==> src/design/rv_dec_defs.svh <==
`ifndef RV_DEC_DEFS_SVH
`define RV_DEC_DEFS_SVH

//////////////////////////////////////////////////
// Core widths, fixed by the RV32I ISA
//////////////////////////////////////////////////

// Data and instruction word
`define RV_XLEN       32

// General-purpose register file
`define RV_NUM_REGS   32
`define RV_REG_AW     $clog2(`RV_NUM_REGS)

// ALU op code is {funct7[5], funct7[0], funct3}
`define RV_ALU_OP_W   5

// Retired instruction counter
`define RV_INSTRET_W  64

`endif

==> src/design/rv_dec_pkg.sv <==
`include "rv_dec_defs.svh"

package rv_dec_pkg;

    //////////////////////////////////////////////////
    // Instruction encodings
    //////////////////////////////////////////////////

    typedef enum logic [6:0] {
        OP_LUI    = 7'b0110111,
        OP_AUIPC  = 7'b0010111,
        OP_JAL    = 7'b1101111,
        OP_JALR   = 7'b1100111,
        OP_BRANCH = 7'b1100011,
        OP_LOAD   = 7'b0000011,
        OP_STORE  = 7'b0100011,
        OP_IMM    = 7'b0010011,
        OP_REG    = 7'b0110011
    } opcode_e;

    typedef enum logic [`RV_ALU_OP_W-1:0] {
        ALU_ADD  = 5'b00000,
        ALU_SUB  = 5'b10000,
        ALU_SLL  = 5'b00001,
        ALU_SLT  = 5'b00010,
        ALU_SLTU = 5'b00011,
        ALU_XOR  = 5'b00100,
        ALU_SRL  = 5'b00101,
        ALU_SRA  = 5'b10101,
        ALU_OR   = 5'b00110,
        ALU_AND  = 5'b00111
    } alu_op_e;

    //////////////////////////////////////////////////
    // Datapath mux selects
    //////////////////////////////////////////////////

    typedef enum logic [1:0] {
        A_RS1 = 2'b00,  // Register read 1
        A_PC  = 2'b01   // Program counter
    } alu_a_sel_e;

    typedef enum logic [1:0] {
        B_RS2 = 2'b00,  // Register read 2
        B_IMM = 2'b01   // Decoded immediate
    } alu_b_sel_e;

    typedef enum logic [1:0] {
        WB_ALU  = 2'b00,
        WB_DMEM = 2'b01,
        WB_LINK = 2'b10  // PC+4
    } wb_sel_e;

    typedef enum logic {
        BR_ALU    = 1'b0,  // Target from ALU result
        BR_PC_IMM = 1'b1   // Target from PC+imm adder
    } br_sel_e;

    typedef enum logic [2:0] {
        IMM_I     = 3'd0,
        IMM_S     = 3'd1,
        IMM_B     = 3'd2,
        IMM_U     = 3'd3,
        IMM_J     = 3'd4,
        IMM_SHAMT = 3'd5,
        IMM_NONE  = 3'd7
    } imm_fmt_e;

    typedef enum logic [1:0] {
        ST_FETCH,
        ST_EXECUTE,
        ST_DMEM,
        ST_JUMP
    } dec_state_e;

endpackage

==> src/design/rv_imm_gen.sv <==
`include "rv_dec_defs.svh"

module rv_imm_gen (
    input  logic [`RV_XLEN-1:0]  instr_i,
    input  rv_dec_pkg::imm_fmt_e imm_fmt_i,
    output logic [`RV_XLEN-1:0]  imm_o
);

    logic sign;

    assign sign = instr_i[31];  // All signed formats extend from bit 31

    always_comb begin
        case (imm_fmt_i)
            rv_dec_pkg::IMM_I: begin
                imm_o = {{(`RV_XLEN-12){sign}}, instr_i[31:20]};
            end
            rv_dec_pkg::IMM_S: begin
                imm_o = {{(`RV_XLEN-12){sign}}, instr_i[31:25], instr_i[11:7]};
            end
            rv_dec_pkg::IMM_B: begin
                imm_o = {{(`RV_XLEN-13){sign}}, instr_i[31], instr_i[7],
                         instr_i[30:25], instr_i[11:8], 1'b0};  // Halfword offset
            end
            rv_dec_pkg::IMM_U: begin
                imm_o = {instr_i[31:12], 12'h000};
            end
            rv_dec_pkg::IMM_J: begin
                imm_o = {{(`RV_XLEN-21){sign}}, instr_i[31], instr_i[19:12],
                         instr_i[20], instr_i[30:21], 1'b0};
            end
            rv_dec_pkg::IMM_SHAMT: begin
                imm_o = {{(`RV_XLEN-5){1'b0}}, instr_i[24:20]};  // Zero-extended
            end
            default: begin
                imm_o = '0;  // No immediate
            end
        endcase
    end

endmodule

==> src/design/rv_op_decode.sv <==
`include "rv_dec_defs.svh"

module rv_op_decode (
    input  logic [`RV_XLEN-1:0]     instr_i,
    input  logic                    flag_zero_i,
    // Immediate format for the generator
    output rv_dec_pkg::imm_fmt_e    imm_fmt_o,
    // ALU
    output rv_dec_pkg::alu_a_sel_e  alu_a_sel_o,
    output rv_dec_pkg::alu_b_sel_e  alu_b_sel_o,
    output rv_dec_pkg::alu_op_e     alu_op_sel_o,
    // Register file
    output logic [`RV_REG_AW-1:0]   rf_read1_addr_o,
    output logic [`RV_REG_AW-1:0]   rf_read2_addr_o,
    output logic [`RV_REG_AW-1:0]   rf_write_addr_o,
    output rv_dec_pkg::wb_sel_e     rf_write_sel_o,
    // Branch and load/store
    output rv_dec_pkg::br_sel_e     br_sel_o,
    output logic [2:0]              ls_ext_sel_o,
    // Flags for the sequencer
    output logic                    jump_taken_o,
    output logic                    rf_wb_req_o,
    output logic                    mem_access_o,
    output logic                    mem_write_o
);

    rv_dec_pkg::opcode_e          opcode;
    logic [2:0]                   funct3;
    logic [`RV_REG_AW-1:0]        rd;
    logic [`RV_REG_AW-1:0]        rs1;
    logic [`RV_REG_AW-1:0]        rs2;
    logic [`RV_ALU_OP_W-1:0]      alu_fn;

    assign opcode = rv_dec_pkg::opcode_e'(instr_i[6:0]);
    assign funct3 = instr_i[14:12];
    assign rd     = instr_i[11:7];
    assign rs1    = instr_i[19:15];
    assign rs2    = instr_i[24:20];
    assign alu_fn = {instr_i[30], instr_i[25], funct3};  // Same layout as alu_op_e

    always_comb begin
        // Defaults match an unknown opcode
        imm_fmt_o       = rv_dec_pkg::IMM_NONE;
        alu_a_sel_o     = rv_dec_pkg::A_RS1;
        alu_b_sel_o     = rv_dec_pkg::B_RS2;
        alu_op_sel_o    = rv_dec_pkg::ALU_ADD;
        rf_read1_addr_o = '0;
        rf_read2_addr_o = '0;
        rf_write_addr_o = '0;
        rf_write_sel_o  = rv_dec_pkg::WB_ALU;
        br_sel_o        = rv_dec_pkg::BR_ALU;
        ls_ext_sel_o    = '0;
        jump_taken_o    = 1'b0;
        rf_wb_req_o     = 1'b0;
        mem_access_o    = 1'b0;
        mem_write_o     = 1'b0;

        case (opcode)
            rv_dec_pkg::OP_LUI: begin
                imm_fmt_o       = rv_dec_pkg::IMM_U;
                alu_b_sel_o     = rv_dec_pkg::B_IMM;  // x0 + imm
                rf_write_addr_o = rd;
                rf_wb_req_o     = 1'b1;
            end
            rv_dec_pkg::OP_AUIPC: begin
                imm_fmt_o       = rv_dec_pkg::IMM_U;
                alu_a_sel_o     = rv_dec_pkg::A_PC;
                alu_b_sel_o     = rv_dec_pkg::B_IMM;
                rf_write_addr_o = rd;
                rf_wb_req_o     = 1'b1;
            end
            rv_dec_pkg::OP_JAL: begin
                imm_fmt_o       = rv_dec_pkg::IMM_J;
                alu_a_sel_o     = rv_dec_pkg::A_PC;   // PC + offset
                alu_b_sel_o     = rv_dec_pkg::B_IMM;
                rf_write_addr_o = rd;
                rf_write_sel_o  = rv_dec_pkg::WB_LINK;
                jump_taken_o    = 1'b1;
                rf_wb_req_o     = 1'b1;
            end
            rv_dec_pkg::OP_JALR: begin
                imm_fmt_o       = rv_dec_pkg::IMM_I;
                alu_b_sel_o     = rv_dec_pkg::B_IMM;  // rs1 + offset
                rf_read1_addr_o = rs1;
                rf_write_addr_o = rd;
                rf_write_sel_o  = rv_dec_pkg::WB_LINK;
                jump_taken_o    = 1'b1;
                rf_wb_req_o     = 1'b1;
            end
            rv_dec_pkg::OP_BRANCH: begin
                imm_fmt_o       = rv_dec_pkg::IMM_B;
                rf_read1_addr_o = rs1;
                rf_read2_addr_o = rs2;
                br_sel_o        = rv_dec_pkg::BR_PC_IMM;
                // Compare in the ALU, then read the zero flag
                case (funct3)
                    3'b000: begin  // BEQ
                        alu_op_sel_o = rv_dec_pkg::ALU_SUB;
                        jump_taken_o = flag_zero_i;
                    end
                    3'b001: begin  // BNE
                        alu_op_sel_o = rv_dec_pkg::ALU_SUB;
                        jump_taken_o = !flag_zero_i;
                    end
                    3'b100,
                    3'b101: begin  // BLT, BGE
                        alu_op_sel_o = rv_dec_pkg::ALU_SLT;
                        jump_taken_o = funct3[0] ? flag_zero_i : !flag_zero_i;
                    end
                    3'b110,
                    3'b111: begin  // BLTU, BGEU
                        alu_op_sel_o = rv_dec_pkg::ALU_SLTU;
                        jump_taken_o = funct3[0] ? flag_zero_i : !flag_zero_i;
                    end
                    default: begin
                        jump_taken_o = 1'b0;  // Reserved funct3
                    end
                endcase
            end
            rv_dec_pkg::OP_LOAD: begin
                imm_fmt_o       = rv_dec_pkg::IMM_I;
                alu_b_sel_o     = rv_dec_pkg::B_IMM;
                rf_read1_addr_o = rs1;
                rf_write_addr_o = rd;
                rf_write_sel_o  = rv_dec_pkg::WB_DMEM;
                ls_ext_sel_o    = funct3;  // Width and sign of the load
                rf_wb_req_o     = 1'b1;
                mem_access_o    = 1'b1;
            end
            rv_dec_pkg::OP_STORE: begin
                imm_fmt_o       = rv_dec_pkg::IMM_S;
                alu_b_sel_o     = rv_dec_pkg::B_IMM;
                rf_read1_addr_o = rs1;
                rf_read2_addr_o = rs2;     // Store data
                ls_ext_sel_o    = funct3;
                mem_access_o    = 1'b1;
                mem_write_o     = 1'b1;
            end
            rv_dec_pkg::OP_IMM: begin
                alu_b_sel_o     = rv_dec_pkg::B_IMM;
                rf_read1_addr_o = rs1;
                rf_write_addr_o = rd;
                rf_wb_req_o     = 1'b1;
                if (funct3 == 3'b001 || funct3 == 3'b101) begin
                    imm_fmt_o    = rv_dec_pkg::IMM_SHAMT;
                    alu_op_sel_o = rv_dec_pkg::alu_op_e'(alu_fn);  // SRAI keeps bit 30
                end else begin
                    imm_fmt_o    = rv_dec_pkg::IMM_I;
                    alu_op_sel_o = rv_dec_pkg::alu_op_e'({2'b00, funct3});
                end
            end
            rv_dec_pkg::OP_REG: begin
                alu_op_sel_o    = rv_dec_pkg::alu_op_e'(alu_fn);
                rf_read1_addr_o = rs1;
                rf_read2_addr_o = rs2;
                rf_write_addr_o = rd;
                rf_wb_req_o     = 1'b1;
            end
            default: begin
                rf_wb_req_o     = 1'b0;  // Unknown opcode, nothing happens
            end
        endcase
    end

endmodule

==> src/design/rv_ctrl_fsm.sv <==
`include "rv_dec_defs.svh"

module rv_ctrl_fsm (
    input  logic                      clk_i,
    input  logic                      arst_n_i,
    // Memory handshakes
    input  logic                      imem_ready_i,
    input  logic                      dmem_ready_i,
    // Decoded flags
    input  logic                      jump_taken_i,
    input  logic                      rf_wb_req_i,
    input  logic                      mem_access_i,
    input  logic                      mem_write_i,
    // Enables to the datapath
    output logic                      imem_read_o,
    output logic                      pc_en_o,
    output logic                      iaddr_en_o,
    output logic                      pc_br_en_o,
    output logic                      rf_write_en_o,
    output logic                      dmem_req_o,
    output logic                      dmem_write_o,
    output logic [`RV_INSTRET_W-1:0]  instret_o
);

    rv_dec_pkg::dec_state_e state_q;
    rv_dec_pkg::dec_state_e state_d;
    logic                   retire;

    //////////////////////////////////////////////////
    // Next state and Mealy enables
    //////////////////////////////////////////////////

    always_comb begin
        state_d       = state_q;
        imem_read_o   = 1'b0;
        pc_en_o       = 1'b0;
        iaddr_en_o    = 1'b0;
        pc_br_en_o    = 1'b0;
        rf_write_en_o = 1'b0;
        dmem_req_o    = 1'b0;
        dmem_write_o  = 1'b0;

        unique case (state_q)
            rv_dec_pkg::ST_FETCH: begin
                state_d     = imem_ready_i ? rv_dec_pkg::ST_EXECUTE : rv_dec_pkg::ST_FETCH;
                imem_read_o = !imem_ready_i;  // Held until the word arrives
                pc_en_o     = imem_ready_i;
                iaddr_en_o  = imem_ready_i;
            end
            rv_dec_pkg::ST_EXECUTE: begin
                if (mem_access_i) begin
                    state_d = rv_dec_pkg::ST_DMEM;
                end else if (jump_taken_i) begin
                    state_d = rv_dec_pkg::ST_JUMP;
                end else begin
                    state_d = rv_dec_pkg::ST_FETCH;
                end
                imem_read_o   = !mem_access_i && !jump_taken_i;
                pc_en_o       = jump_taken_i;
                pc_br_en_o    = jump_taken_i;
                rf_write_en_o = rf_wb_req_i && !mem_access_i;  // Loads write back later
                dmem_req_o    = mem_access_i;
                dmem_write_o  = mem_access_i && mem_write_i;
            end
            rv_dec_pkg::ST_DMEM: begin
                state_d       = dmem_ready_i ? rv_dec_pkg::ST_FETCH : rv_dec_pkg::ST_DMEM;
                imem_read_o   = dmem_ready_i;
                rf_write_en_o = dmem_ready_i && rf_wb_req_i;
                dmem_req_o    = !dmem_ready_i;  // Drops in the ready cycle
                dmem_write_o  = !dmem_ready_i && mem_write_i;
            end
            rv_dec_pkg::ST_JUMP: begin
                // Branch target settles into the PC
                state_d     = rv_dec_pkg::ST_FETCH;
                imem_read_o = 1'b1;
            end
        endcase
    end

    always_ff @(posedge clk_i or negedge arst_n_i) begin
        if (!arst_n_i) begin
            state_q <= rv_dec_pkg::ST_FETCH;
        end else begin
            state_q <= state_d;
        end
    end

    //////////////////////////////////////////////////
    // Retirement counter
    //////////////////////////////////////////////////

    assign retire = (state_q != rv_dec_pkg::ST_FETCH) && (state_d == rv_dec_pkg::ST_FETCH);

    always_ff @(posedge clk_i or negedge arst_n_i) begin
        if (!arst_n_i) begin
            instret_o <= '0;
        end else if (retire) begin
            instret_o <= instret_o + 1'b1;
        end
    end

endmodule

==> src/design/rv_decoder.sv <==
`include "rv_dec_defs.svh"

module rv_decoder (
    input  logic                      clk_i,
    input  logic                      arst_n_i,
    // Program counter
    output logic                      pc_en_o,
    output logic                      iaddr_en_o,
    // Instruction memory
    input  logic                      imem_ready_i,
    input  logic [`RV_XLEN-1:0]       imem_rdata_i,
    output logic                      imem_read_o,
    // Branch
    output rv_dec_pkg::br_sel_e       br_sel_o,
    output logic                      pc_br_en_o,
    // ALU
    output logic [`RV_XLEN-1:0]       alu_b_imm_o,
    output rv_dec_pkg::alu_a_sel_e    alu_a_sel_o,
    output rv_dec_pkg::alu_b_sel_e    alu_b_sel_o,
    output rv_dec_pkg::alu_op_e       alu_op_sel_o,
    input  logic                      flag_zero_i,
    // Load/store extension
    output logic [2:0]                ls_ext_sel_o,
    // Register file
    output rv_dec_pkg::wb_sel_e       rf_write_sel_o,
    output logic [`RV_REG_AW-1:0]     rf_write_addr_o,
    output logic                      rf_write_en_o,
    output logic [`RV_REG_AW-1:0]     rf_read1_addr_o,
    output logic [`RV_REG_AW-1:0]     rf_read2_addr_o,
    // Data memory
    input  logic                      dmem_ready_i,
    output logic                      dmem_req_o,
    output logic                      dmem_write_o,
    // Retired instructions
    output logic [`RV_INSTRET_W-1:0]  instret_o
);

    rv_dec_pkg::imm_fmt_e imm_fmt;
    logic                 jump_taken;  // Jump or taken branch
    logic                 rf_wb_req;
    logic                 mem_access;
    logic                 mem_write;

    rv_op_decode u_rv_op_decode (
        .instr_i         (imem_rdata_i),
        .flag_zero_i     (flag_zero_i),
        .imm_fmt_o       (imm_fmt),
        .alu_a_sel_o     (alu_a_sel_o),
        .alu_b_sel_o     (alu_b_sel_o),
        .alu_op_sel_o    (alu_op_sel_o),
        .rf_read1_addr_o (rf_read1_addr_o),
        .rf_read2_addr_o (rf_read2_addr_o),
        .rf_write_addr_o (rf_write_addr_o),
        .rf_write_sel_o  (rf_write_sel_o),
        .br_sel_o        (br_sel_o),
        .ls_ext_sel_o    (ls_ext_sel_o),
        .jump_taken_o    (jump_taken),
        .rf_wb_req_o     (rf_wb_req),
        .mem_access_o    (mem_access),
        .mem_write_o     (mem_write)
    );

    rv_imm_gen u_rv_imm_gen (
        .instr_i   (imem_rdata_i),
        .imm_fmt_i (imm_fmt),
        .imm_o     (alu_b_imm_o)
    );

    rv_ctrl_fsm u_rv_ctrl_fsm (
        .clk_i         (clk_i),
        .arst_n_i      (arst_n_i),
        .imem_ready_i  (imem_ready_i),
        .dmem_ready_i  (dmem_ready_i),
        .jump_taken_i  (jump_taken),
        .rf_wb_req_i   (rf_wb_req),
        .mem_access_i  (mem_access),
        .mem_write_i   (mem_write),
        .imem_read_o   (imem_read_o),
        .pc_en_o       (pc_en_o),
        .iaddr_en_o    (iaddr_en_o),
        .pc_br_en_o    (pc_br_en_o),
        .rf_write_en_o (rf_write_en_o),
        .dmem_req_o    (dmem_req_o),
        .dmem_write_o  (dmem_write_o),
        .instret_o     (instret_o)
    );

endmodule

==> config.mk <==
export PLATFORM = sky130hd
export DESIGN_NAME = rv_decoder
export DESIGN_NICKNAME = d
export VERILOG_FILES = /design/src/design/rv_dec_pkg.sv /design/src/design/rv_imm_gen.sv /design/src/design/rv_op_decode.sv /design/src/design/rv_ctrl_fsm.sv /design/src/design/rv_decoder.sv
export VERILOG_INCLUDE_DIRS = /design/src /design/src/design
export SDC_FILE = /design/constraint.sdc
export NUM_CORES = 1
export LEC_CHECK = 0
export BUFFER_PORTS_ARGS = -buffer_cell sky130_fd_sc_hd__buf_2
export CORE_ASPECT_RATIO = 0.5
export CORE_MARGIN = 3
export CORE_UTILIZATION = 45
export DETAILED_ROUTE_END_ITERATION = 8
export GPL_TIMING_DRIVEN = 1
export PLACE_DENSITY = 0.87
export SLEW_MARGIN = 0
export SYNTH_ARGS = -nofsm -noshare
export SYNTH_HDL_FRONTEND = slang
export SYNTH_SLANG_ARGS = --single-unit
==> constraint.sdc <==
create_clock -name clk_i -period 4.2 [get_ports clk_i]
set_clock_uncertainty 0.1 [all_clocks]
set_input_delay 0.84 -clock clk_i [delete_from_list [all_inputs] [get_ports clk_i]]
set_output_delay 0.84 -clock clk_i [all_outputs]
set_load 0.01 [all_outputs]
==> run metrics <==
status finished, final reports clean; worst hold path class flop to flop; Yosys cell types 58; via/cell ratio about 5.6; Hold Slack 0.372 ns; hold buffer count at cts 0; WL per Instance ~16 um; sequential fraction of the synthesis area 0.388; dpl ws between 0.6 and 0.7 ns; CP arrival roughly 2.6 ns; Synth Cell Area between 4000 and 5000 um^2; synth cell count leaders dfrtp_1, nand2_1, xor2_1; Hold Path End u_rv_ctrl_fsm.instret_o[63]; Max VDD drop 0.000223 V; Max Cap Viol 0; I/O Buffers about 170; Tightest Pin Transition ~0.9 ns; EDFF count, synth 0; Layout area overhead 30.2%; Peak Freq around 280 MHz; fillcell total around 770; Max Buffers Root-to-Sink 2; normalized max-slew margin 0.411; Worst-path clk slew roughly 0.05 ns; grt ovf 0; crit path max fanout 11; post-route cell area between 5000 and 6000 um^2; Post-CTS Setup Repair Bufs 0; routed vias between 4000 and 5000; share of cells above drive strength 1 0.326; CTS tree done; Tot GR Track Use 0.222; power consumption roughly 1.9 mW; Crit Path Class primary input to output port; detailed placement HPWL between 8000 and 9000 um; Ys Warns 0; area share of the largest cell type after synthesis 0.388; Post-Place Cell Area between 5000 and 6000 um^2; placed cell count 730; post-route setup slack 0.628 ns; Clock Tree Root clkbuf_16; FF-to-FF End u_rv_ctrl_fsm.instret_o[45]; Die Y about 75 um; routed length on met3 roughly 680 um; initial antenna violation count 0; DR pass1 iterations 4; DRT met1 WL 5380 um; clock sinks between 60 and 70; final hold vios 0; Die Wd about 140 um; Worst-Skew Late Latency approximately 0.33 ns; Final min period around 3.6 ns; die area roughly 11000 um^2; largest net degree at the start of global routing 41; most numerous cell in the Yosys netlist dfrtp_1; r2r setup slk about 1.4 ns; Reg2Reg Depth 7; Hold Path Cell Cnt 1; row count 24; Required @ worst endpoint 3.26 ns; post_cts resized 0; Gate Count Post-Synth 462; initial drt markers between 200 and 250; Post-Layout Cell Count 746; CTS HTree Levels 3; DRC Markers 0; Final Slew Violations 0; final net count 666; core area around 8900 um^2; Seq cells post-synth 66; synth top area cells dfrtp_1, xor2_1, xnor2_1, nand2_1, nor4_1; IO Pins 170; CP startpoint imem_rdata_i[5]; Top FF cell, synth dfrtp_1; Final ANT Viol Nets 0; RePlAce Congestion 0.909; final core utilization 0.619; metal2 WL 5920 um; CTS Buf Count 9; r2r startpoint u_rv_ctrl_fsm.state_q[0]; Avg Inst Size Synth ~9.2 um^2; DR top layer met4; Final period util 0.850; total negative slack 0 ns; Hold Path Origin u_rv_ctrl_fsm.instret_o[63]; global-route wire length before repair roughly 19000 um; Initial Utilization 0.476; RSZ-0062 raised after global routing no; Leak about 3.1 nW; final wirelength ~12000 um; P per Cell Area approximately 350 nW/um^2; ys async rst share 1.00; Critical Path Start Type primary input; crit path capture type output port; Synth area leader dfrtp_1; Diodes inserted 0; setup violators final 0; vias in the first global route 3841
[flip-flops by register name, indices dropped and copies added, names as in the netlist]
register,cells
u_rv_ctrl_fsm.instret_o,64
u_rv_ctrl_fsm.state_q,2
[area by class of cell]
cell class	instances	area (um^2)	share of cell area
Inverter	14	52.6	0.00949
Clock inverter	6	138	0.0248
Timing Repair Buffer	171	866	0.156
Clock buffer	10	229	0.0413
Tap cell	117	146	0.0264
Multi-Input combinational cell	362	2460	0.444
Sequential cell	66	1650	0.298
[layout by cell type (no fill, tap or decap), types with 2 or more instances in the layout]
cell       netlist  layout
nand4_2          2       2
nand3_1         23      23
nand3b_1         3       3
nor2_1          22      22
conb_1           1       2
o21ai_0          4       4
nand2_1         46      46
and2_1          16      16
buf_4            2       4
a21o_1           8       8
a21oi_1         15      15
a22o_1           6       6
and3_1          20      20
dfrtp_1         66      66
nor4b_2          3       3
nor4_1          27      27
nor3_1          14      14
bufinv_16        0       4
nand2b_1         3       3
xnor2_1         21      21
xor2_1          43      43
clkbuf_16        0       9
o22ai_1          4       3
and4_1           8       8
buf_2           12     167
nor2b_1         13      13
nor4b_1          3       3
a221oi_4         2       2
nand4_1         23      23
ha_1             5       5
inv_1           14      14
[worst max-delay path by stage]
| stage | to | slack (ns) | depth (start not counted) |
|---|---|---|---|
| 6_report | alu_b_imm_o[23] | 0.63 | 7 |
| 5_1_grt | alu_b_imm_o[26] | 0.50 | 7 |
| 4_1_cts | alu_b_imm_o[28] | 0.67 | 7 |
| 3_5_place_dp | alu_b_imm_o[28] | 0.67 | 7 |
| 3_3_place_gp | alu_b_imm_o[29] | 0.73 | 7 |
| 2_1_floorplan | alu_b_imm_o[20] | 0.92 | 6 |
[power by group]
part           internal, mW  switching (mW)  total, mW
sequential            0.673          0.0466      0.720
clock                 0.643           0.282      0.925
combinational         0.108           0.163      0.271
total                  1.42           0.492       1.92
[critical path, stage by stage]
cell and delay [ns]:
buf_2 0.19, and3b_1 0.30, a21oi_1 0.08, a211oi_2 0.50, nand4_1 0.42, nand2_1 0.15
buf_2 0.14
[cells by family (layout without fill, tap and decap cells)]
kind of cell | after synthesis | after routing | synth area share
xor gates and xnor gates | 64 | 64 | 0.132
AOI/OAI and AO/OA | 50 | 50 | 0.0932
adders and majority gates | 5 | 5 | 0.0147
DFF | 66 | 66 | 0.388
and+or+nand+nor | 238 | 238 | 0.327
other | 1 | 2 | 0.000881
buffers and inverters | 35 | 201 | 0.0368
muxes | 3 | 3 | 0.00764
[routing by layer]
layer	GRT usage	up-vias
met5	0	-
met4	0.0804	0
met3	0.0451	16
met2	0.379	152
met1	0.285	2004
li1	-	1998
Note: power is estimated with default switching activity, not from simulation.
